### src/rtl/tiny86_pkg.sv
package tiny86_pkg;

  // Datapath and memory sizing.
  localparam int XLEN      = 32;
  localparam int RAM_DEPTH = 256;
  localparam int RAM_AW    = 8;
  localparam int PADDR_W   = 12;

  typedef logic [2:0] reg_idx_t;

  // Reduced opcode set. Unknown codes only advance EIP.
  typedef enum logic [5:0] {
    ADD  = 6'd0,
    SUB  = 6'd1,
    AND  = 6'd2,
    XOR  = 6'd3,
    MOVI = 6'd4,
    LD   = 6'd5,
    ST   = 6'd6,
    JNZ  = 6'd7
  } opcode_e;

  // Instruction word layout. Bits 19..16 are reserved.
  typedef struct packed {
    opcode_e     opcode;
    reg_idx_t    dst;
    reg_idx_t    src;
    logic [3:0]  rsvd;
    logic [15:0] imm;
  } instr_t;

  // EFLAGS bit positions. Only CF and ZF are kept.
  localparam int FLAG_CF = 0;
  localparam int FLAG_ZF = 6;

  // APB register map.
  localparam logic [PADDR_W-1:0] ADDR_INSTR    = 12'h000;
  localparam logic [PADDR_W-1:0] ADDR_STATUS   = 12'h004;
  localparam logic [PADDR_W-1:0] ADDR_GPR_BASE = 12'h040;
  localparam logic [PADDR_W-1:0] ADDR_EIP      = 12'h060;
  localparam logic [PADDR_W-1:0] ADDR_EFLAGS   = 12'h064;
  localparam logic [PADDR_W-1:0] ADDR_RAM_BASE = 12'h400;

endpackage

### src/rtl/mem_if.sv
`timescale 1ns/1ps

// One word-wide request/grant channel into the shared RAM.
interface mem_if;
  import tiny86_pkg::*;

  logic              req;
  logic              we;
  logic [RAM_AW-1:0] addr;
  logic [XLEN-1:0]   wdata;
  logic [XLEN-1:0]   rdata;
  logic              gnt;

  modport requester (output req, output we, output addr, output wdata,
                     input rdata, input gnt);
  modport arbiter (input req, input we, input addr, input wdata,
                   output rdata, output gnt);

endinterface

### src/rtl/mem_arbiter.sv
`timescale 1ns/1ps

module mem_arbiter (
  input  logic                          i_clk,
  input  logic                          i_arst_n,
  mem_if.arbiter                        core,
  mem_if.arbiter                        host,
  output logic                          o_ram_en,
  output logic                          o_ram_we,
  output logic [tiny86_pkg::RAM_AW-1:0] o_ram_addr,
  output logic [tiny86_pkg::XLEN-1:0]   o_ram_wdata,
  input  logic [tiny86_pkg::XLEN-1:0]   i_ram_rdata
);
  import tiny86_pkg::*;

  logic rd_core_q;

  // Core always wins, host only gets an idle cycle.
  assign core.gnt = core.req;
  assign host.gnt = host.req && !core.req;

  assign o_ram_en    = core.req || host.req;
  assign o_ram_we    = core.req ? core.we : host.we;
  assign o_ram_addr  = core.req ? core.addr : host.addr;
  assign o_ram_wdata = core.req ? core.wdata : host.wdata;

  // Remember the owner so read data returns to it a cycle later.
  always_ff @(posedge i_clk or negedge i_arst_n) begin
    if (!i_arst_n) begin
      rd_core_q <= 1'b0;
    end else if (o_ram_en) begin
      rd_core_q <= core.req;
    end
  end

  assign core.rdata = rd_core_q ? i_ram_rdata : '0;
  assign host.rdata = rd_core_q ? '0 : i_ram_rdata;

  // The host is held off during a step, so the two requests never meet.
  a_req_onehot: assert property (@(posedge i_clk) disable iff (!i_arst_n)
    $onehot0({core.req, host.req}));

endmodule

### src/flat_wrapper.sv
// flat-port wrapper written by rule: the top's interface ports become plain ports
module mem_arbiter_flat import tiny86_pkg::*;
  (i_clk, i_arst_n, o_ram_en, o_ram_we, o_ram_addr, o_ram_wdata, i_ram_rdata, core_req, core_we, core_addr, core_wdata, core_rdata, core_gnt, host_req, host_we, host_addr, host_wdata, host_rdata, host_gnt);
  mem_if core_i ();
  mem_if host_i ();
  input  logic i_clk;
  input  logic i_arst_n;
  output logic o_ram_en;
  output logic o_ram_we;
  output logic [tiny86_pkg::RAM_AW-1:0] o_ram_addr;
  output logic [tiny86_pkg::XLEN-1:0] o_ram_wdata;
  input  logic [tiny86_pkg::XLEN-1:0] i_ram_rdata;
  input wire logic [$bits(core_i.req)-1:0] core_req;
  input wire logic [$bits(core_i.we)-1:0] core_we;
  input wire logic [$bits(core_i.addr)-1:0] core_addr;
  input wire logic [$bits(core_i.wdata)-1:0] core_wdata;
  output wire logic [$bits(core_i.rdata)-1:0] core_rdata;
  output wire logic [$bits(core_i.gnt)-1:0] core_gnt;
  input wire logic [$bits(host_i.req)-1:0] host_req;
  input wire logic [$bits(host_i.we)-1:0] host_we;
  input wire logic [$bits(host_i.addr)-1:0] host_addr;
  input wire logic [$bits(host_i.wdata)-1:0] host_wdata;
  output wire logic [$bits(host_i.rdata)-1:0] host_rdata;
  output wire logic [$bits(host_i.gnt)-1:0] host_gnt;
  assign core_i.req = core_req;
  assign core_i.we = core_we;
  assign core_i.addr = core_addr;
  assign core_i.wdata = core_wdata;
  assign core_rdata = core_i.rdata;
  assign core_gnt = core_i.gnt;
  assign host_i.req = host_req;
  assign host_i.we = host_we;
  assign host_i.addr = host_addr;
  assign host_i.wdata = host_wdata;
  assign host_rdata = host_i.rdata;
  assign host_gnt = host_i.gnt;
  mem_arbiter u_core (.i_clk(i_clk), .i_arst_n(i_arst_n), .core(core_i), .host(host_i), .o_ram_en(o_ram_en), .o_ram_we(o_ram_we), .o_ram_addr(o_ram_addr), .o_ram_wdata(o_ram_wdata), .i_ram_rdata(i_ram_rdata));
endmodule
### config.mk
export PLATFORM = sky130hd
export DESIGN_NAME = mem_arbiter_flat
export DESIGN_NICKNAME = d
export VERILOG_FILES = /design/src/rtl/tiny86_pkg.sv /design/src/rtl/mem_if.sv /design/src/rtl/mem_arbiter.sv /design/src/flat_wrapper.sv
export SDC_FILE = /design/constraint.sdc
export NUM_CORES = 1
export LEC_CHECK = 0
export BUFFER_PORTS_ARGS = -buffer_cell sky130_fd_sc_hd__buf_2
export CORE_AREA = 2 2 87 89
export CTS_BUF_LIST = sky130_fd_sc_hd__clkbuf_4
export DETAILED_ROUTE_END_ITERATION = 8
export DIE_AREA = 0 0 89 91
export PLACE_DENSITY = 0.55
export REMOVE_ABC_BUFFERS = 1
export SLEW_MARGIN = 20
export SYNTH_ARGS = -nofsm -noshare
export SYNTH_HDL_FRONTEND = slang
export SYNTH_SLANG_ARGS = --single-unit
### constraint.sdc
create_clock -name i_clk -period 1.8 [get_ports i_clk]
set_input_delay 0.18 -clock i_clk [delete_from_list [all_inputs] [get_ports i_clk]]
set_output_delay 0.18 -clock i_clk [all_outputs]
set_load 0.1 [all_outputs]
# Yosys cells after proc, flatten, opt, wreduce, memory -nomap -nowiden
# Cells that the tools add are included.
# totals
elab_cells	9
latch_bits	0
ff_bits	1
out_inout_bits	108
mem_bits_ro	0
inputBits	118
ramBits	0
n_memories	0
# op_classes
order_cmp	0
eq_ne	0
bitwise	0
n_reduce_logical	3
add_sub_neg	0
shifts	0
mul	0
n_div	0
n_mux	5
# ops
operator	count
32-bit 2-to-1 mux	3
8-bit 2-to-1 mux	1
1-bit logical AND	1
1-bit zero test	1
1-bit logical OR	1
1-bit 2-to-1 mux	1

# Depth between registers and ports, before layout
# depth
ltp_word	2
ltp_mapped	3

# Worst setup path before layout
# Ideal clock, no wire load.
# synth_path
path_type	flip-flop to output port
start	reg u_core.rd_core_q
end	out host_rdata[10]
path_stages_with_launch	4
arrival_time_ns	2.020
path_buffers	2
setup_slack_ns	-0.400
t_required_ns	1.620
cell_sequence	dfrtp_1 clkbuf_2 buf_2 nor2b_1
# synth_via
elab_chain_len	1
# synth_rtl
element	line	source
start, declared	mem_arbiter.sv:16	logic rd_core_q;
start signal, assigned	mem_arbiter.sv:32	rd_core_q <= core.req;
32-bit 2-to-1 mux	mem_arbiter.sv:37	assign host.rdata = rd_core_q ? '0 : i_ram_rdata;
end, declared	flat_wrapper.sv:23	output wire logic [$bits(host_i.rdata)-1:0] host_rdata;
# No other way between the ends.

# Final worst setup path
# layout_path
start	reg u_core.rd_core_q
end	out host_rdata[31]
# Same word-level chain as after synthesis.

==> metrics.cfg <==
[critical_path]
crit_chain=buf_12, and2b_1, buf_2
crit_type=reg -> out
required_ns=1.62
startpoint=u_core.rd_core_q$_DFFE_PN0P_
slowest_stage=buf_2
endpoint_kind=primary output
path_max_fanout=64
cpPeakStageDelay_ns=0.42
rr_startpoint=u_core.rd_core_q$_DFFE_PN0P_
cp.arrival_ns=1.22
startpoint_type=flip-flop

[pwr]
p_switching_mw=1.48
intPower_uw=772
seqPwrFrac=0.012
p_leak_nw=1.86
p_sw_frac=0.657
max-vdd-ir-drop_uv=281
p_clk_frac=0
p_per_area_mw_per_mm2=646
p_comb_frac=0.988

[place]
dp_slack_ns=0.391
routabilityCongestion=0.741
place_area_mm2=0.00348
numPortBuffers=225
dp_hpwl_um=5270

[global_routing]
grt-ovfl-total=0
grt_max_degree=65
first_global_vias=1527
grt_antenna_before_repair=0
grt_pass1_wl_um=7700
grt_util_all_layers=0.119

[outcome]
status=completed

[finish]
fillers=665
regMostFlops=u_core.rd_core_q
drive_above_1_share=0.796
final_area_mm2=0.00349
fin_util=0.489
nNetsFinal=459
antenna_cells=0
largest_reg_flops=1
area_growth_syn_to_layout_pct=195
largestRegisters=u_core.rd_core_q x1

[routing]
dr.pass1.iters=2
drt_iter0_drc=3
antenna_left=0
avgViaCountPerCell=3.78
drcViolationCount=0
drt-total-wl_um=5570
routedWlPerCell_um=12.7
via_count=1657

[floorplanning]
fp.dieW_um=89
rows=31
die_area_mm2=0.00810
die_height_um=91
coreArea_mm2=0.00714
ios=226
initial_core_util=0.165

[timing]
clock.fmax_mhz=712
period_minus_slack_ns=1.40
setup_ws_ns=0.396
final-setup-viol-count=0
rsz0062_at_grt=false
hold_viol=0
drv_slew=0
fin_skew_ns=0
relSlewSlack=0.670
post-route-period-util=0.780
worst_pin_slew_ns=0.499

[yosys]
synth.distinct_cells=17
syn_area_mm2=0.00118
yosysSeqAreaShare=0.0212
synthCells=123
syn_area_per_cell_um2=9.60
synth.ff_latch_count=1
yosys_warnings=0

[clock_network]
clock_latency_ns=0
clk_pin_slew_worst_paths_ns=0

[min_path]
min_path_type=in -> reg
min-delay-start=host_req

[flow_run]
maxCapViolCount=0

==> cells in the mapped netlist, drive strengths merged <==
cell type  count  share of area
a21o           1         0.0064
and2          32           0.17
and2b          6          0.038
buf           10          0.096
clkbuf         3          0.011
dfrtp          1          0.021
inv            1         0.0032
mux2          41           0.51
nor2           1         0.0032
nor2b         26           0.14
or2            1         0.0053
==> per-stage QoR <==
stage / std cells / hold slack, ns / power [mW] / TNS [ns]
after floorplan: 110 / -0.116 / 1.44 / -27.04
after global placement: 437 / -0.0452 / 2.25 / 0
after CTS: 438 / 0.487 / 2.27 / 0
after detailed placement: 437 / -0.0445 / 2.27 / 0
final: 438 / 0.484 / 2.25 / 0
after global routing: 438 / 0.505 / 2.31 / 0
==> what timing repair did <==
action	CTS	global route
hold buffers	1	0
hold endpoints to repair	1	0
gates resized for setup	0	0
setup buffers	0	0
==> power groups by stage <==
stage / Clock, mW / Sequential [mW] / Combinational, mW
6_report: 0 / 0.0260 / 2.23
3_5_place_dp: 0 / 0.0261 / 2.24
3_3_place_gp: 0 / 0.0259 / 2.23
5_1_grt: 0 / 0.0263 / 2.28
2_1_floorplan: 0 / 0.0389 / 1.41
4_1_cts: 0 / 0.0261 / 2.24
==> kinds of logic after synthesis <==
kind of cell | count (synthesis) | synth area share
simple gates | 66 | 0.354
mux | 41 | 0.508
buf+inv | 14 | 0.110
compound gates | 1 | 0.00636
flops | 1 | 0.0212
==> final timing paths <==
| check | endpoint | depth (start not counted) | slack (ns) |
|---|---|---|---|
| hold reg to reg | u_core.rd_core_q$_DFFE_PN0P_ | 1 | 0.53 |
| min in group asynchronous | u_core.rd_core_q$_DFFE_PN0P_ | 2 | 0.49 |
| setup reg to reg | u_core.rd_core_q$_DFFE_PN0P_ | 1 | 1.13 |
| hold / removal | u_core.rd_core_q$_DFFE_PN0P_ | 3 | 0.48 |
| setup / recovery | host_rdata[31] | 3 | 0.40 |
| max in group asynchronous | u_core.rd_core_q$_DFFE_PN0P_ | 2 | 1.22 |
==> critical path: cells and delay by family (launching register included) <==
family	cells	cell delay, ns
buf+inv	2	0.61
simple gates	1	0.21
flops	1	0.39
==> layout make-up <==
class	count	area (um2)	area share
inverter	1	3.75	0.00108
timing repair buffer	229	2310	0.662
sequential	1	25.0	0.00717
tap	99	124	0.0355
multi-input combinational	108	1030	0.294
==> layout by cell type (no fill, tap or decap) <==
cell / n
buf_2: 150
buf_12: 77
mux2_4: 37
and2_1: 32
nor2b_1: 26
and2b_1: 6
mux2_2: 4
inv_1: 1
nor2_1: 1
or2_2: 1
a21o_1: 1
dlygate4sd3_1: 1
buf_4: 1
dfrtp_1: 1
==> metal layers <==
metal / track usage / share of wire / wire, um
met2: 0.259 / 0.57 / 3200
met5: 0 / 0 / 0
met1: 0.118 / 0.30 / 1690
met4: 0.00498 / 0.0048 / 27
met3: 0.0182 / 0.12 / 655
Power figures use the tool's default switching activity.
