==> src/rtl/tiny86_pkg.sv <==
package tiny86_pkg;

  // Datapath and memory sizing.
  localparam int XLEN      = 32;
  localparam int RAM_DEPTH = 256;
  localparam int RAM_AW    = 8;
  localparam int PADDR_W   = 12;

  typedef logic [2:0] reg_idx_t;

  // Reduced opcode set. Unknown codes only advance EIP.
  typedef enum logic [5:0] {
    ADD  = 6'd0,
    SUB  = 6'd1,
    AND  = 6'd2,
    XOR  = 6'd3,
    MOVI = 6'd4,
    LD   = 6'd5,
    ST   = 6'd6,
    JNZ  = 6'd7
  } opcode_e;

  // Instruction word layout. Bits 19..16 are reserved.
  typedef struct packed {
    opcode_e     opcode;
    reg_idx_t    dst;
    reg_idx_t    src;
    logic [3:0]  rsvd;
    logic [15:0] imm;
  } instr_t;

  // EFLAGS bit positions. Only CF and ZF are kept.
  localparam int FLAG_CF = 0;
  localparam int FLAG_ZF = 6;

  // APB register map.
  localparam logic [PADDR_W-1:0] ADDR_INSTR    = 12'h000;
  localparam logic [PADDR_W-1:0] ADDR_STATUS   = 12'h004;
  localparam logic [PADDR_W-1:0] ADDR_GPR_BASE = 12'h040;
  localparam logic [PADDR_W-1:0] ADDR_EIP      = 12'h060;
  localparam logic [PADDR_W-1:0] ADDR_EFLAGS   = 12'h064;
  localparam logic [PADDR_W-1:0] ADDR_RAM_BASE = 12'h400;

endpackage

==> src/rtl/regfile.sv <==
`timescale 1ns/1ps

module regfile (
  input  logic                        i_clk,
  input  logic                        i_arst_n,
  input  logic                        i_wr_en,
  input  logic                        i_wr_gpr_en,
  input  tiny86_pkg::reg_idx_t        i_wr_idx,
  input  logic [tiny86_pkg::XLEN-1:0] i_wr_data,
  input  logic [tiny86_pkg::XLEN-1:0] i_wr_eip,
  input  logic [tiny86_pkg::XLEN-1:0] i_wr_eflags,
  input  logic                        i_host_we,
  input  tiny86_pkg::reg_idx_t        i_host_idx,
  input  logic                        i_host_sel_eip,
  input  logic [tiny86_pkg::XLEN-1:0] i_host_wdata,
  input  tiny86_pkg::reg_idx_t        i_rd_dst_idx,
  input  tiny86_pkg::reg_idx_t        i_rd_src_idx,
  output logic [tiny86_pkg::XLEN-1:0] o_rd_dst,
  output logic [tiny86_pkg::XLEN-1:0] o_rd_src,
  output logic [tiny86_pkg::XLEN-1:0] o_gpr [8],
  output logic [tiny86_pkg::XLEN-1:0] o_eip,
  output logic [tiny86_pkg::XLEN-1:0] o_eflags
);
  import tiny86_pkg::*;

  logic [XLEN-1:0] gpr_q [8];
  logic [XLEN-1:0] eip_q;
  logic [XLEN-1:0] eflags_q;

  // Core writeback updates a GPR, EIP and EFLAGS together.
  always_ff @(posedge i_clk or negedge i_arst_n) begin
    if (!i_arst_n) begin
      for (int i = 0; i < 8; i++) gpr_q[i] <= '0;
      eip_q    <= '0;
      eflags_q <= '0;
    end else if (i_wr_en) begin
      if (i_wr_gpr_en) gpr_q[i_wr_idx] <= i_wr_data;
      eip_q    <= i_wr_eip;
      eflags_q <= i_wr_eflags;
    end else if (i_host_we) begin
      if (i_host_sel_eip) eip_q <= i_host_wdata;
      else gpr_q[i_host_idx] <= i_host_wdata;
    end
  end

  assign o_rd_dst = gpr_q[i_rd_dst_idx];
  assign o_rd_src = gpr_q[i_rd_src_idx];
  assign o_gpr    = gpr_q;
  assign o_eip    = eip_q;
  assign o_eflags = eflags_q;

  // Host writes are held off while a step runs.
  a_no_dual_write: assert property (@(posedge i_clk) disable iff (!i_arst_n)
    !(i_wr_en && i_host_we));

endmodule

==> config.mk <==
export PLATFORM = sky130hd
export DESIGN_NAME = regfile
export DESIGN_NICKNAME = d
export VERILOG_FILES = /design/src/rtl/tiny86_pkg.sv /design/src/rtl/regfile.sv
export SDC_FILE = /design/constraint.sdc
export NUM_CORES = 1
export LEC_CHECK = 0
export BUFFER_PORTS_ARGS = -buffer_cell sky130_fd_sc_hd__buf_2
export CAP_MARGIN = 20
export CELL_PAD_IN_SITES_DETAIL_PLACEMENT = 0
export CELL_PAD_IN_SITES_GLOBAL_PLACEMENT = 1
export CORE_MARGIN = 4
export CORE_UTILIZATION = 40
export DETAILED_ROUTE_END_ITERATION = 10
export HOLD_SLACK_MARGIN = 0.1
export MAX_ROUTING_LAYER = met4
export PLACE_DENSITY_LB_ADDON = 0.1
export SLEW_MARGIN = 20
export SYNTH_ARGS = -nofsm -noshare
export SYNTH_HDL_FRONTEND = slang
export SYNTH_SLANG_ARGS = --single-unit
==> constraint.sdc <==
create_clock -name i_clk -period 2.22 [get_ports i_clk]
set_input_delay 0.222 -clock i_clk [delete_from_list [all_inputs] [get_ports i_clk]]
set_output_delay 0.222 -clock i_clk [all_outputs]
set_load 0.005 [all_outputs]
* Word level (Yosys, flattened, before mapping)
Cells that the tools add are included.
** Storage, ports and cells
- Register bits after elaboration :: 320
- Output and inout bits :: 384
- Logic and storage cells :: 47
- Input bits :: 146
** Cells by class
- Magnitude comparators :: 6
- Multiplexer cells :: 19
- Reduce and logical (&&, ||, !) cells :: 6
- Equal/unequal tests :: 2
- Bitwise logic cells :: 4
** Operators with widths (number)
- $mux 256 :: 4
- $bwmux 256 :: 2
- $mux 32 :: 9
- $bmux 32 s3 :: 2
- $demux 32 s3 :: 2
- $ge 4x4->1 const B :: 4
- $not 3->4 :: 4
- $lt 4x1->1 const B :: 2
- $reduce_bool 2->1 :: 2
- $reduce_and 3->1 :: 1
- $logic_and 1x1->1 :: 2
- $ne 2x1->1 const B :: 1
- $ne 2x2->1 const B :: 1
- $reduce_and 2->1 :: 1

* Logic depth before layout (Yosys ltp)
- Word-level depth :: 9
- Depth in mapped cells :: 6

* Worst setup path before layout
Ideal clock, no wire load.
- Kind :: input port to output port
- Start point :: in i_rd_dst_idx[0]
- End point :: out o_rd_dst[0] (netlist name)
- Arrival time :: 1.440 ns
- Data required time :: 1.998 ns
- Stages :: 4
- Buffers on the path :: 2
- Path slack :: 0.558 ns
- Path through :: buf_2 buf_2 mux4_2 o21ai_0
** Between the ends
- Longest elaborated chain between the ends :: 4
** RTL lines
- start: declaration :: RTL line regfile.sv:16 : input tiny86_pkg::reg_idx_t i_rd_dst_idx,
- $not 3->4 (not written as such) :: RTL line regfile.sv:46 : assign o_rd_dst = gpr_q[i_rd_dst_idx];
- $bmux 32 s3 :: RTL line regfile.sv:46
- $mux 32 (not written as such) (2 in a row) :: RTL line regfile.sv:46
- end: declaration :: RTL line regfile.sv:18 : output logic [tiny86_pkg::XLEN-1:0] o_rd_dst,
Every way passes these cells. The select of a mux whose other input is x is not followed.

* Final worst setup path
- Start point :: reg gpr_q (netlist bit o_gpr[136])
- End point :: out o_rd_src[8] (netlist name)
** Between the ends
- Longest elaborated chain between the ends :: 3
** RTL lines
- start: declaration :: RTL line regfile.sv:26 : logic [XLEN-1:0] gpr_q [8];
- start signal: indexed assignment :: RTL line regfile.sv:37 : if (i_wr_gpr_en) gpr_q[i_wr_idx] <= i_wr_data;
- start signal: indexed assignment :: RTL line regfile.sv:42 : else gpr_q[i_host_idx] <= i_host_wdata;
- $bmux 32 s3 :: RTL line regfile.sv:47 : assign o_rd_src = gpr_q[i_rd_src_idx];
- $mux 32 (not written as such) (2 in a row) :: RTL line regfile.sv:47
- end: declaration :: RTL line regfile.sv:19 : output logic [tiny86_pkg::XLEN-1:0] o_rd_src,
Every way passes these cells. The select of a mux whose other input is x is not followed.

==> results <==
- The first detailed-routing pass took 5 iterations.
- The area of the core is 0.0479 mm2.
- Of the total power, the clock network draws 0.285.
- The total of buffers placed on input and output ports is 529.
- The sequential fraction of the synthesis area is 0.411.
- The analysis attributes to net switching a power of about 8100 uW.
- The number of antenna violations at the first check in global routing is 5.
- Along the worst path, the maximum fanout reaches 3.
- The net count of the finished layout is around 2700.
- The number of DRC violations after detailed-routing iteration 0 is around 2300.
- The die height is 229 um.
- The number of nets with antenna violations after detailed routing is 0.
- The count of cells along the worst register-to-register path is 3.
- STA puts the critical path data arrival time at ~2000 ps.
- Counting every sink on the clock net gives 320.
- The worst clock skew is 0 ps.
- The final reports fail on negative setup slack.
- The endpoint of the lowest-slack register-to-register path is o_eip[20]$_DFFE_PN0P_.
- The data required time of the critical path is roughly 2000 ps.
- Timing analysis after detailed placement gives a worst setup slack of about 120 ps.
- The signal on the critical path passes through inv_1 > mux4_2 > o21ai_0 > buf_2.
- The initial utilization of the core area, before any placement, comes to 0.407.
- Broken down by cell family, the worst path's largest delay share belongs to multiplexers.
- The final weighted congestion of routability-driven global placement is about 0.94.
- In the final timing run, aggregate negative setup slack is -66.6 ps.
- From left edge to right edge, the die measures approximately 230 um.
- Setup repair after global routing left no endpoint under its margin.
- Synthesis instantiated 28 different standard cells from the library.
- The beginning of the worst register-to-register path is o_eip[20]$_DFFE_PN0P_.
- The slowest cell on the critical path is sky130_fd_sc_hd__mux4_2.
- After synthesis the netlist holds a flip-flop and latch count of between 300 and 400.
- Together, buffers and inverters on the worst path number 2.
- Summing all placed instances gives a cell area of about 0.023 mm2.
- The count of boundary I/O pins is 530.
- The post-route fraction of the period consumed by the critical path is 1.03.
- In the global route stage, overall resource usage came out at 0.359.
- The most critical setup path has its startpoint at o_gpr[136]$_DFFE_PN0P_.
- The area growth from synthesis to layout is 31.8%.
- For flop-to-flop paths, the worst setup slack is slightly below 900 ps.
- The layout has between 4000 and 5000 filler cells.
- The startpoint of the most critical hold path is i_host_wdata[14].
- The worst-case IR drop observed on VDD is between 0.5 and 0.6 mV.
- The count of pins over their slew limit is 0.
- For the worst-skew pair, the clock arrives at the later sink with an insertion delay of between 500 and 600 ps.
- The root cell of the clock tree is sky130_fd_sc_hd__clkbuf_16.
- The number of warnings printed during yosys synthesis is 0.
- The time the final worst path needs with I/O delays and setup is around 2300 ps.
- Detailed placement ended at an HPWL of ~63000 um.
- Summing all non-filler instances in the final layout gives an area of between 0.02 and 0.03 mm2.
- The number of clock buffers added by TritonCTS is 39.
- The power density of the placed cells is roughly 900 mW/mm2.
- The area enclosed by the die boundary is between 0.05 and 0.06 mm2.
- The pin count of the biggest net entering global routing is 69.
- After global routing the overflow that remains totals 0.
- The worst stage delay on the critical path is 460 ps.
- The routed design has between 90000 and 100000 um of wire.
- Of the total power, the share spent switching nets is 0.353.
- The clock tree from TritonCTS is done.
- The total nets after synthesis is 2148.
- The static leakage is roughly 0.012 uW.
- The type of destination of the critical path is an output port.
- The class of the tightest hold or removal check is input pin to flop.
- The total number of H-tree levels is 2.
- The maximum clock insertion buffer count is 3.
- The hold violation total from the final report is 0.
- The routed layout has about 21000 vias.
- The synthesized instance count is roughly 2000.
- After synthesis the cells add up to 0.0195 mm2.
- The destination of the worst hold path is o_gpr[206]$_DFFE_PN0P_.
- The max capacitance violation total is 0.
- Clock-pin slew was measured on the worst setup and hold paths at approximately 60 ps.
- The average instance in the mapped netlist occupies between 9 and 10 um2.
- The transition at the pin with the smallest max-transition slack is between 800 and 900 ps.
- The design draws approximately 23000 uW.
- The proportion of layout cells with a drive suffix above 1 is 0.331.
- Dividing the detail-routed via count by the number of cells gives ~6.4.
- Based on the critical path, the design can be clocked at up to 437 MHz.
- In the final routed layout, each cell accounts on average for between 20 and 30 um.
- The run finished, with violations left.
- Measured against its own limit, the worst slew margin works out to 0.413.
- The critical path class is flop to output port.
- The first global-routing pass estimated between 100000 and 150000 um of wire.
- The count of final setup violators is 1.
- The number of global-route vias before repair is around 21000.
- The DRC violation count after routing is 0.
- The share of total power dissipated in sequential elements is 0.388.
- The internal portion of total power is ~15000 uW.
- The critical path startpoint category is a flop.
- The setup slack of the critical path after layout is -66.6 ps.
- The combinational group share of total power is 0.327.
- The hold-critical path depth is 3.
- The number of placement rows is 80.
-- worst max path at each step --
stage | endpoint | slack, ps | depth (start not counted)
2_1_floorplan | o_rd_dst[0] | 560 | 4
3_3_place_gp | o_gpr[42]$_DFFE_PN0P_ | 210 | 4
3_5_place_dp | o_gpr[43]$_DFFE_PN0P_ | 120 | 4
4_1_cts | o_rd_src[8] | 6 | 4
5_1_grt | o_rd_src[8] | 2 | 4
6_report | o_rd_src[8] | -70 | 4
-- cell usage after synthesis --
cell,n,area (um2)
sky130_fd_sc_hd__a22o_1,4,35.0
sky130_fd_sc_hd__a22o_4,4,70.1
sky130_fd_sc_hd__a32oi_1,256,2240
sky130_fd_sc_hd__and2_1,1,6.26
sky130_fd_sc_hd__and3_1,32,200
sky130_fd_sc_hd__buf_1,15,56.3
sky130_fd_sc_hd__buf_2,52,260
sky130_fd_sc_hd__buf_6,13,146
sky130_fd_sc_hd__clkbuf_1,129,484
sky130_fd_sc_hd__dfrtp_1,320,8010
sky130_fd_sc_hd__inv_1,256,961
sky130_fd_sc_hd__mux2_2,32,360
sky130_fd_sc_hd__mux2i_1,32,320
sky130_fd_sc_hd__mux4_2,128,2880
sky130_fd_sc_hd__nand2_1,226,848
sky130_fd_sc_hd__nand2_2,1,6.26
sky130_fd_sc_hd__nand3_1,128,641
sky130_fd_sc_hd__nand4_1,1,6.26
sky130_fd_sc_hd__nand4b_1,4,35.0
sky130_fd_sc_hd__nand4bb_1,6,67.6
sky130_fd_sc_hd__nor2_1,1,3.75
sky130_fd_sc_hd__nor2b_1,3,18.8
sky130_fd_sc_hd__o21ai_0,335,1680
sky130_fd_sc_hd__o21ai_1,17,85.1
sky130_fd_sc_hd__or3b_1,1,8.76
sky130_fd_sc_hd__or4_4,1,11.3
sky130_fd_sc_hd__or4b_1,1,10.0
sky130_fd_sc_hd__or4b_4,3,41.3
-- worst min-delay path: cells and delay by family --
kind / cells / cell delay [ps]
AO/OA/AOI/OAI: 2 / 240
buffers and inverters: 1 / 170
-- flip-flops by register name, indices dropped and copies added, names as in the netlist --
signal    flops
o_eip        32
o_eflags     32
o_gpr       256
-- power groups by stage --
| stage | combinational (uW) | sequential [uW] | clock, uW |
|---|---|---|---|
| 6_report | 7470 | 8870 | 6530 |
| 3_3_place_gp | 7040 | 8870 | 0 |
| 5_1_grt | 8040 | 8990 | 6810 |
| 3_5_place_dp | 7150 | 8890 | 0 |
| 2_1_floorplan | 3560 | 8370 | 0 |
| 4_1_cts | 7420 | 8820 | 6590 |
-- cell type report --
class                      instances  area, um2  share of cell area
multi-input combinational       1217       9660               0.376
inverter                         256        961              0.0374
tap                              615        769              0.0300
clock inverter                     6       80.1             0.00312
timing repair buffer             746       5000               0.195
antenna                            5       12.5            0.000487
clock buffer                      57       1190              0.0462
sequential                       320       8010               0.312
-- cells by family (layout without fill, tap and decap cells) --
family	count (synthesis)	count (layout)	share of synthesized area
compound gates	616	616	0.211
buf+inv	465	1065	0.0979
flops	320	320	0.411
mux	192	192	0.183
other cells	0	5	0
simple gates	409	409	0.0977
-- layer usage --
layer / GRT usage / up-vias / wire length, um
li1: - / 8574 / -
met1: 0.478 / 10500 / 37700
met2: 0.554 / 1398 / 44300
met3: 0.0813 / 207 / 9410
met4: 0.107 / 0 / 2970
met5: - / - / 0
-- timing repair --
action | 4_1_cts | 5_1_grt
buffers inserted | 0 | 0
hold buffers | 131 | 0
gates resized for setup | 4 | 3
endpoints found under the setup margin | 3 | 4
hold endpoints to repair | 521 | 0
-- layout by cell type, fill, tap and decap left out, types with 4 or more instances in the layout --
master,n
sky130_fd_sc_hd__clkbuf_8,10
sky130_fd_sc_hd__o21ai_0,330
sky130_fd_sc_hd__clkbuf_1,6
sky130_fd_sc_hd__o21ai_1,21
sky130_fd_sc_hd__dfrtp_1,319
sky130_fd_sc_hd__nand4b_1,4
sky130_fd_sc_hd__a22o_2,4
sky130_fd_sc_hd__inv_1,256
sky130_fd_sc_hd__nand3_1,128
sky130_fd_sc_hd__buf_4,61
sky130_fd_sc_hd__mux2_2,32
sky130_fd_sc_hd__mux2i_1,32
sky130_fd_sc_hd__diode_2,5
sky130_fd_sc_hd__buf_2,523
sky130_fd_sc_hd__buf_12,30
sky130_fd_sc_hd__nand4bb_2,6
sky130_fd_sc_hd__a22o_4,4
sky130_fd_sc_hd__and3_1,32
sky130_fd_sc_hd__a32oi_1,256
sky130_fd_sc_hd__mux4_2,128
sky130_fd_sc_hd__clkinv_2,4
sky130_fd_sc_hd__clkbuf_16,41
sky130_fd_sc_hd__dlygate4sd3_1,131
sky130_fd_sc_hd__nand2_1,225
-- stage by stage --
stage	util	hold WS (ps)	std cells
6_report	0.536	125	3222
5_1_grt	0.536	141	3222
4_1_cts	0.535	102	3217
3_5_place_dp	0.482	171	3023
3_3_place_gp	0.482	169	3023
2_1_floorplan	-	-73.6	2002
(Power assumes the default switching activity.)
