<file path="src/rtl/tiny86_pkg.sv">
package tiny86_pkg;

  // Datapath and memory sizing.
  localparam int XLEN      = 32;
  localparam int RAM_DEPTH = 256;
  localparam int RAM_AW    = 8;
  localparam int PADDR_W   = 12;

  typedef logic [2:0] reg_idx_t;

  // Reduced opcode set. Unknown codes only advance EIP.
  typedef enum logic [5:0] {
    ADD  = 6'd0,
    SUB  = 6'd1,
    AND  = 6'd2,
    XOR  = 6'd3,
    MOVI = 6'd4,
    LD   = 6'd5,
    ST   = 6'd6,
    JNZ  = 6'd7
  } opcode_e;

  // Instruction word layout. Bits 19..16 are reserved.
  typedef struct packed {
    opcode_e     opcode;
    reg_idx_t    dst;
    reg_idx_t    src;
    logic [3:0]  rsvd;
    logic [15:0] imm;
  } instr_t;

  // EFLAGS bit positions. Only CF and ZF are kept.
  localparam int FLAG_CF = 0;
  localparam int FLAG_ZF = 6;

  // APB register map.
  localparam logic [PADDR_W-1:0] ADDR_INSTR    = 12'h000;
  localparam logic [PADDR_W-1:0] ADDR_STATUS   = 12'h004;
  localparam logic [PADDR_W-1:0] ADDR_GPR_BASE = 12'h040;
  localparam logic [PADDR_W-1:0] ADDR_EIP      = 12'h060;
  localparam logic [PADDR_W-1:0] ADDR_EFLAGS   = 12'h064;
  localparam logic [PADDR_W-1:0] ADDR_RAM_BASE = 12'h400;

endpackage

</file>
<file path="src/rtl/mem_if.sv">
`timescale 1ns/1ps

// One word-wide request/grant channel into the shared RAM.
interface mem_if;
  import tiny86_pkg::*;

  logic              req;
  logic              we;
  logic [RAM_AW-1:0] addr;
  logic [XLEN-1:0]   wdata;
  logic [XLEN-1:0]   rdata;
  logic              gnt;

  modport requester (output req, output we, output addr, output wdata,
                     input rdata, input gnt);
  modport arbiter (input req, input we, input addr, input wdata,
                   output rdata, output gnt);

endinterface

</file>
<file path="src/rtl/step_apb_regs.sv">
`timescale 1ns/1ps

module step_apb_regs (
  input  logic                            i_clk,
  input  logic                            i_arst_n,
  input  logic                            i_psel,
  input  logic                            i_penable,
  input  logic                            i_pwrite,
  input  logic [tiny86_pkg::PADDR_W-1:0]  i_paddr,
  input  logic [tiny86_pkg::XLEN-1:0]     i_pwdata,
  input  logic                            i_busy,
  input  logic [tiny86_pkg::XLEN-1:0]     i_gpr [8],
  input  logic [tiny86_pkg::XLEN-1:0]     i_eip,
  input  logic [tiny86_pkg::XLEN-1:0]     i_eflags,
  output logic [tiny86_pkg::XLEN-1:0]     o_prdata,
  output logic                            o_pready,
  output logic                            o_pslverr,
  output logic                            o_start,
  output logic [tiny86_pkg::XLEN-1:0]     o_instr,
  output logic                            o_host_we,
  output tiny86_pkg::reg_idx_t            o_host_idx,
  output logic                            o_host_sel_eip,
  output logic [tiny86_pkg::XLEN-1:0]     o_host_wdata,
  mem_if.requester                        ram
);
  import tiny86_pkg::*;

  logic     access;
  logic     is_instr;
  logic     is_status;
  logic     is_gpr;
  logic     is_eip;
  logic     is_eflags;
  logic     is_ram;
  logic     err;
  logic     ram_done;
  logic     rd_pend_q;
  reg_idx_t gpr_idx;

  // Any access waits in its access phase while a step runs.
  assign access = i_psel && i_penable && !i_busy;

  assign is_instr  = i_paddr == ADDR_INSTR;
  assign is_status = i_paddr == ADDR_STATUS;
  assign is_gpr    = (i_paddr[PADDR_W-1:5] == ADDR_GPR_BASE[PADDR_W-1:5]) && (i_paddr[1:0] == 2'b00);
  assign is_eip    = i_paddr == ADDR_EIP;
  assign is_eflags = i_paddr == ADDR_EFLAGS;
  assign is_ram    = (i_paddr[PADDR_W-1:10] == ADDR_RAM_BASE[PADDR_W-1:10]) &&
                     (i_paddr[1:0] == 2'b00);
  assign gpr_idx   = i_paddr[4:2];

  assign err = !(is_instr || is_status || is_gpr || is_eip || is_eflags || is_ram) ||
               (i_pwrite && is_eflags) || (!i_pwrite && is_instr);

  // RAM window. Writes finish in the grant cycle, reads one cycle later.
  assign ram.req   = access && is_ram && !err && !rd_pend_q;
  assign ram.we    = i_pwrite;
  assign ram.addr  = i_paddr[RAM_AW+1:2];
  assign ram.wdata = i_pwdata;
  assign ram_done  = rd_pend_q || (ram.gnt && i_pwrite);

  always_ff @(posedge i_clk or negedge i_arst_n) begin
    if (!i_arst_n) begin
      rd_pend_q <= 1'b0;
    end else begin
      rd_pend_q <= ram.gnt && !ram.we;
    end
  end

  assign o_pready  = access && (err || !is_ram || ram_done);
  assign o_pslverr = o_pready && err;

  always_comb begin
    o_prdata = '0;
    if (is_status) begin
      o_prdata[0] = i_busy;
    end else if (is_gpr) begin
      o_prdata = i_gpr[gpr_idx];
    end else if (is_eip) begin
      o_prdata = i_eip;
    end else if (is_eflags) begin
      o_prdata = i_eflags;
    end else if (is_ram) begin
      o_prdata = ram.rdata;
    end
  end

  // Writing INSTR launches one step.
  assign o_start = access && i_pwrite && is_instr;
  assign o_instr = i_pwdata;

  assign o_host_we      = access && i_pwrite && (is_gpr || is_eip);
  assign o_host_idx     = gpr_idx;
  assign o_host_sel_eip = is_eip;
  assign o_host_wdata   = i_pwdata;

  // A start is only accepted when idle, and the engine goes busy right after.
  a_start_idle: assert property (@(posedge i_clk) disable iff (!i_arst_n)
    o_start |-> !i_busy ##1 i_busy);

endmodule

</file>
<file path="src/flat_wrapper.sv">
// flat-port wrapper written by rule: the top's interface ports become plain ports
module step_apb_regs_flat import tiny86_pkg::*;
  (i_clk, i_arst_n, i_psel, i_penable, i_pwrite, i_paddr, i_pwdata, i_busy, i_gpr, i_eip, i_eflags, o_prdata, o_pready, o_pslverr, o_start, o_instr, o_host_we, o_host_idx, o_host_sel_eip, o_host_wdata, ram_req, ram_we, ram_addr, ram_wdata, ram_rdata, ram_gnt);
  mem_if ram_i ();
  input  logic i_clk;
  input  logic i_arst_n;
  input  logic i_psel;
  input  logic i_penable;
  input  logic i_pwrite;
  input  logic [tiny86_pkg::PADDR_W-1:0] i_paddr;
  input  logic [tiny86_pkg::XLEN-1:0] i_pwdata;
  input  logic i_busy;
  input  logic [tiny86_pkg::XLEN-1:0] i_gpr[8];
  input  logic [tiny86_pkg::XLEN-1:0] i_eip;
  input  logic [tiny86_pkg::XLEN-1:0] i_eflags;
  output logic [tiny86_pkg::XLEN-1:0] o_prdata;
  output logic o_pready;
  output logic o_pslverr;
  output logic o_start;
  output logic [tiny86_pkg::XLEN-1:0] o_instr;
  output logic o_host_we;
  output tiny86_pkg::reg_idx_t o_host_idx;
  output logic o_host_sel_eip;
  output logic [tiny86_pkg::XLEN-1:0] o_host_wdata;
  output wire logic [$bits(ram_i.req)-1:0] ram_req;
  output wire logic [$bits(ram_i.we)-1:0] ram_we;
  output wire logic [$bits(ram_i.addr)-1:0] ram_addr;
  output wire logic [$bits(ram_i.wdata)-1:0] ram_wdata;
  input wire logic [$bits(ram_i.rdata)-1:0] ram_rdata;
  input wire logic [$bits(ram_i.gnt)-1:0] ram_gnt;
  assign ram_req = ram_i.req;
  assign ram_we = ram_i.we;
  assign ram_addr = ram_i.addr;
  assign ram_wdata = ram_i.wdata;
  assign ram_i.rdata = ram_rdata;
  assign ram_i.gnt = ram_gnt;
  step_apb_regs u_core (.i_clk(i_clk), .i_arst_n(i_arst_n), .i_psel(i_psel), .i_penable(i_penable), .i_pwrite(i_pwrite), .i_paddr(i_paddr), .i_pwdata(i_pwdata), .i_busy(i_busy), .i_gpr(i_gpr), .i_eip(i_eip), .i_eflags(i_eflags), .o_prdata(o_prdata), .o_pready(o_pready), .o_pslverr(o_pslverr), .o_start(o_start), .o_instr(o_instr), .o_host_we(o_host_we), .o_host_idx(o_host_idx), .o_host_sel_eip(o_host_sel_eip), .o_host_wdata(o_host_wdata), .ram(ram_i));
endmodule
</file>
<file path="config.mk">
export PLATFORM = sky130hd
export DESIGN_NAME = step_apb_regs_flat
export DESIGN_NICKNAME = d
export VERILOG_FILES = /design/src/rtl/tiny86_pkg.sv /design/src/rtl/mem_if.sv /design/src/rtl/step_apb_regs.sv /design/src/flat_wrapper.sv
export SDC_FILE = /design/constraint.sdc
export NUM_CORES = 1
export LEC_CHECK = 0
export ABC_CLOCK_PERIOD_IN_PS = 3150
export BUFFER_PORTS_ARGS = -buffer_cell sky130_fd_sc_hd__buf_4
export CAP_MARGIN = 20
export CORE_AREA = 2 2 216 218
export CTS_CLUSTER_DIAMETER = 50
export DETAILED_ROUTE_END_ITERATION = 10
export DIE_AREA = 0 0 218 220
export HOLD_SLACK_MARGIN = 0.03
export PLACE_DENSITY_LB_ADDON = 0.2
export SLEW_MARGIN = 15
export SYNTH_ARGS = -nofsm -noshare
export SYNTH_HDL_FRONTEND = slang
export SYNTH_SLANG_ARGS = --single-unit
</file>
<file path="constraint.sdc">
create_clock -name i_clk -period 3.15 [get_ports i_clk]
set_input_delay 0.4725 -clock i_clk [delete_from_list [all_inputs] [get_ports i_clk]]
set_output_delay 0.4725 -clock i_clk [all_outputs]
set_load 0.02 [all_outputs]
</file>
== Word level (Yosys, flattened, before mapping) ==
Cells that the tools add are included.

* Memories: 0
* Output and inout port bits: 146
* Bits in read-only memories: 0
* Logic and storage cells: 52
* Flip-flop bits (word level): 1
* Bits of input ports: 403
* Memory bits (writable): 0
* Bits in latches: 0

* Divide/modulo/power cells: 0
* Bitwise operators: 1
* Muxes and demuxes: 9
* Add/subtract/negate cells: 0
* Shifts and indexed selects: 0
* Multiply operators: 0
* Eq/ne operators: 5
* Reductions and logical operators: 35
* Order comparisons: 1

{| class="wikitable"
|+ Operators by type and width
! operator !! count
|-
| $mux 32 || 6
|-
| $bmux 32 s3 || 1
|-
| $mux 31 || 1
|-
| $eq 12x7->1 const B || 2
|-
| $logic_and 1x1->1 || 16
|-
| $eq 12x3->1 const B || 1
|-
| $logic_not 12->1 || 1
|-
| $logic_or 1x1->1 || 11
|-
| $eq 7x2->1 const B || 1
|-
| $logic_not 1->1 || 6
|-
| $ge 4x4->1 const B || 1
|-
| $not 3->4 || 1
|-
| $eq 2x1->1 const B || 1
|-
| $logic_not 2->1 || 1
|-
| $mux 1 || 1
|}

== Longest topological paths before layout ==
* Depth after elaboration: 13
* Mapped depth: 8
* Depth with buffers taken out: 5

== Least setup slack after synthesis ==
No wires, ideal clock.

* Path kind: input to output
* From: input i_paddr[11] (netlist bit)
* To: output o_prdata[23] (netlist bit)
* Path slack: 120 ps
* Arrival: 2,558 ps
* Path buffers: 1
* Stages: 6
* Path through: or4_4 -> or3_4 -> nor3_4 -> buf_4 -> a221oi_1 -> nor4_1

* Cells in the longest elaborated chain, start to end: 7
* Elaborated cells on any way between the ends: 12
* Those cells by class: eq/ne: 5; mux: 5; reduce/logical: 2

{| class="wikitable"
|+ Ends and longest elaborated chain
! what !! line !! RTL
|-
| start, declared || flat_wrapper.sv:10 || <nowiki>input logic [tiny86_pkg::PADDR_W-1:0] i_paddr;</nowiki>
|-
| $eq 2x1->1 || step_apb_regs.sv:48 || <nowiki>assign is_ram = (i_paddr[PADDR_W-1:10] == ADDR_RAM_BASE[PADDR_W-1:10]) &&</nowiki>
|-
| $logic_and 1x1->1 || step_apb_regs.sv:48 ||
|-
| $mux 32 || step_apb_regs.sv:83 || <nowiki>end else if (is_ram) begin</nowiki>
|-
| $mux 32 || step_apb_regs.sv:81 || <nowiki>end else if (is_eflags) begin</nowiki>
|-
| $mux 32 || step_apb_regs.sv:79 || <nowiki>end else if (is_eip) begin</nowiki>
|-
| $mux 32 || step_apb_regs.sv:77 || <nowiki>end else if (is_gpr) begin</nowiki>
|-
| $mux 31 * || step_apb_regs.sv:75 || <nowiki>if (is_status) begin</nowiki>
|-
| end, declared || flat_wrapper.sv:16 || <nowiki>output logic [tiny86_pkg::XLEN-1:0] o_prdata;</nowiki>
|}

Mark *: on every way between the ends. The rest lies on a longest branch, timed or not.

== Worst setup path in the final report ==
* From: input i_paddr[8] (netlist bit)
* To: output o_prdata[13] (netlist bit)

* Cells in the longest elaborated chain, start to end: 5
* Elaborated cells on any way between the ends: 9
* Those cells by class: eq/ne: 4; mux: 4; reduce/logical: 1

{| class="wikitable"
|+ Ends and longest elaborated chain
! what !! line !! RTL
|-
| $eq 12x7->1 || step_apb_regs.sv:47 || <nowiki>assign is_eflags = i_paddr == ADDR_EFLAGS;</nowiki>
|-
| $mux 32 || step_apb_regs.sv:81 ||
|-
| $mux 32 || step_apb_regs.sv:79 ||
|-
| $mux 32 || step_apb_regs.sv:77 ||
|-
| $mux 31 * || step_apb_regs.sv:75 ||
|}

Marked as above.

==> results.yml <==
final_layout:
  fin_nets: 1171
  area_delta_synth_final_pct: 90.9
  largest_reg_flops: 1
  regMostFlops: "u_core.rd_pend_q"
  fin_util_pct: 15.8
  drive_gt1_share_pct: 67.4
  reg_top3: "u_core.rd_pend_q (1)"
  fill_cells: 5324
  final_cells: 1374
routing:
  first_iter_violations: 158
  drc: 0
  ant_nets: 0
  post_drt_wl_per_cell_um: 21.2
  vias_per_cell: 3.66
  vias: 5031
  drt-total-wl_um: 29100
  first_pass_iters: 4
global_routing:
  grt_overflow: 0
  grt_pass1_wl_um: 38600
  grt.total_usage_pct: 11.2
  grt_max_degree: 36
  antenna_found_initial: 1
  grt_pass1_vias: 5414
place:
  port_buffers: 420
  gp_congestion: 0.791
  dp_hpwl_um: 23800
  dp.cells: 1368
sta:
  tns_ns: 0
  finalCritPeriodShare_pct: 98.2
  hold_violations: 0
  finalSetupViolations: 0
  fmax_ghz: 0.323
  fin_hold_ws_ns: 0.250
  slew_violations: 0
  rsz0062_at_grt: "yes"
  worstMarginPinSlew_ns: 0.573
  fin_crit_ns: 3.09
  slew_headroom_pct: 61.7
pwr:
  power_density_mw_per_mm2: 107
  peakVddDrop_mv: 0.0506
  p_leak_nw: 3.23
worst_setup_path:
  crit_path_max_fanout: 12
  worstSetupStartpointType: "input pin"
  arrival_ns: 2.62
  crit_type: "in2out"
  cp.required_ns: 2.68
  cp-end-kind: "output pin"
floorplan:
  chipHeight_um: 220
  rows: 79
  pin_count: 549
  die_w_um: 218
  die_area_mm2: 0.0480
  start_util_pct: 8.28
  core_mm2: 0.0459
logic_synthesis:
  synth_common_cells: "buf_4, mux2i_1, mux4_2, o22ai_1, a221oi_1"
  synth-compound-area-share_pct: 21.1
  synthArstFlopShare_pct: 100
  synth_top_area_share_pct: 21.5
  synth_xor_area_share_pct: 0
  netlist_instances: 456
  avgSynthCellArea_um2: 8.33
  synth_top_family_by_area: "multiplexers"
  yosys_warnings: 0
  synth.mux.area_fraction_pct: 36.3
  synth.most_common_cell: "buf_4"
  synth_edf_count: 0
  synthAdderAreaFrac_pct: 0
  synth_seq_cells: 1
  yosys.area.top_type: "buf_4"
  synthSimpleGateAreaFrac_pct: 15.5
  syn_nets: 859
  ys_types: 39
  synthTopCellsByArea: "buf_4, mux4_2, mux2i_1"
  ys.flop_type: "dfrtp_1"
  seq_area_frac_synth_pct: 0.659
  synth_area_mm2: 0.00380
run_status:
  outcome: "complete, no violations"
worst_hold_path:
  hold_class: "in2async"
run:
  max-cap-violations: 0
cts:
  clkTransAtPathRegs_ns: 0
logic make-up (layout without fill, tap and decap cells):
family | Yosys count | in the layout
flip-flops | 1 | 1
other | 0 | 1
multiplexers | 96 | 96
buffers and inverters | 155 | 465
AND/OR/NAND/NOR | 99 | 99
AO/OA/AOI/OAI | 105 | 105
layout make-up:
| class | instances | area (um^2) | share of cell area (%) |
|---|---|---|---|
| flip-flops and latches | 1 | 25.0 | 0.345 |
| diodes | 1 | 2.50 | 0.0345 |
| repair buffers | 462 | 3630 | 50.1 |
| inverters | 3 | 11.3 | 0.155 |
| well taps | 607 | 759 | 10.5 |
| multi-input cells | 300 | 2820 | 38.9 |
timing repair:
action                                  4_1_cts  5_1_grt
resized for setup                             4        3
endpoints found under the hold margin         0        0
endpoints found under the setup margin       17       11
hold buffers                                  0        0
pin swaps                                     1        6
buffers inserted                              1        3
gates cloned                                  1        0
stage by stage:
stage	power, W	worst slack [ns]	cell area (um^2)
global route	0.000835	-0.0310	7250
global placement	0.000785	-0.271	7120
finish	0.000777	0.0580	7250
CTS	0.000792	0.0293	7190
floorplan	0.000466	0.120	3800
detailed placement	0.000788	-0.253	7120
final timing paths:
check	from	endpoint	slack [ns]
setup / recovery	i_paddr[8]	o_prdata[13]	0.06
hold / removal	i_arst_n	u_core.rd_pend_q$_DFF_PN0_	0.25
max in group asynchronous	i_arst_n	u_core.rd_pend_q$_DFF_PN0_	2.82
min in group i_clk	i_pwrite	u_core.rd_pend_q$_DFF_PN0_	0.70
worst max-delay path: stages:
cell      delay (ns)
buf_4           0.11
or4_4           0.57
or3_4           0.37
nor3_4          0.20
buf_12          0.15
buf_12          0.15
a221oi_1        0.10
nor4_2          0.27
buf_4           0.19
layout by cell type (no fill, tap or decap), types with 3 or more instances in the layout:
| cell | synthesis | routed |
|---|---|---|
| buf_12 | 0 | 11 |
| nand2b_1 | 3 | 3 |
| o22ai_1 | 33 | 32 |
| nor2b_1 | 18 | 18 |
| buf_4 | 109 | 448 |
| a221oi_1 | 30 | 30 |
| nor3_1 | 21 | 21 |
| a211oi_1 | 15 | 14 |
| mux2i_1 | 59 | 59 |
| mux2_2 | 4 | 4 |
| nand2_1 | 7 | 6 |
| o32ai_1 | 16 | 16 |
| nor4_1 | 12 | 10 |
| nor4_2 | 4 | 6 |
| inv_1 | 3 | 3 |
| mux4_2 | 33 | 33 |
| nor2_1 | 17 | 16 |
| nand3_1 | 5 | 5 |
layer usage:
metal	wire length, um	GRT usage (%)	vias up
met2	14800	20.1	249
met5	0	0	-
met1	11600	13.5	2384
li1	-	-	2335
met3	1880	2.03	63
met4	883	3.38	0
where the power goes:
| part | switching, W | internal, W | leakage [nW] |
|---|---|---|---|
| logic | 0.000287 | 0.000477 | 3.22 |
| registers | 0.000000193 | 0.0000137 | 0.0129 |
| clock network | 0 | 0.0000000000425 | 0.00000634 |
No activity file was read; power rests on OpenSTA's default activity.
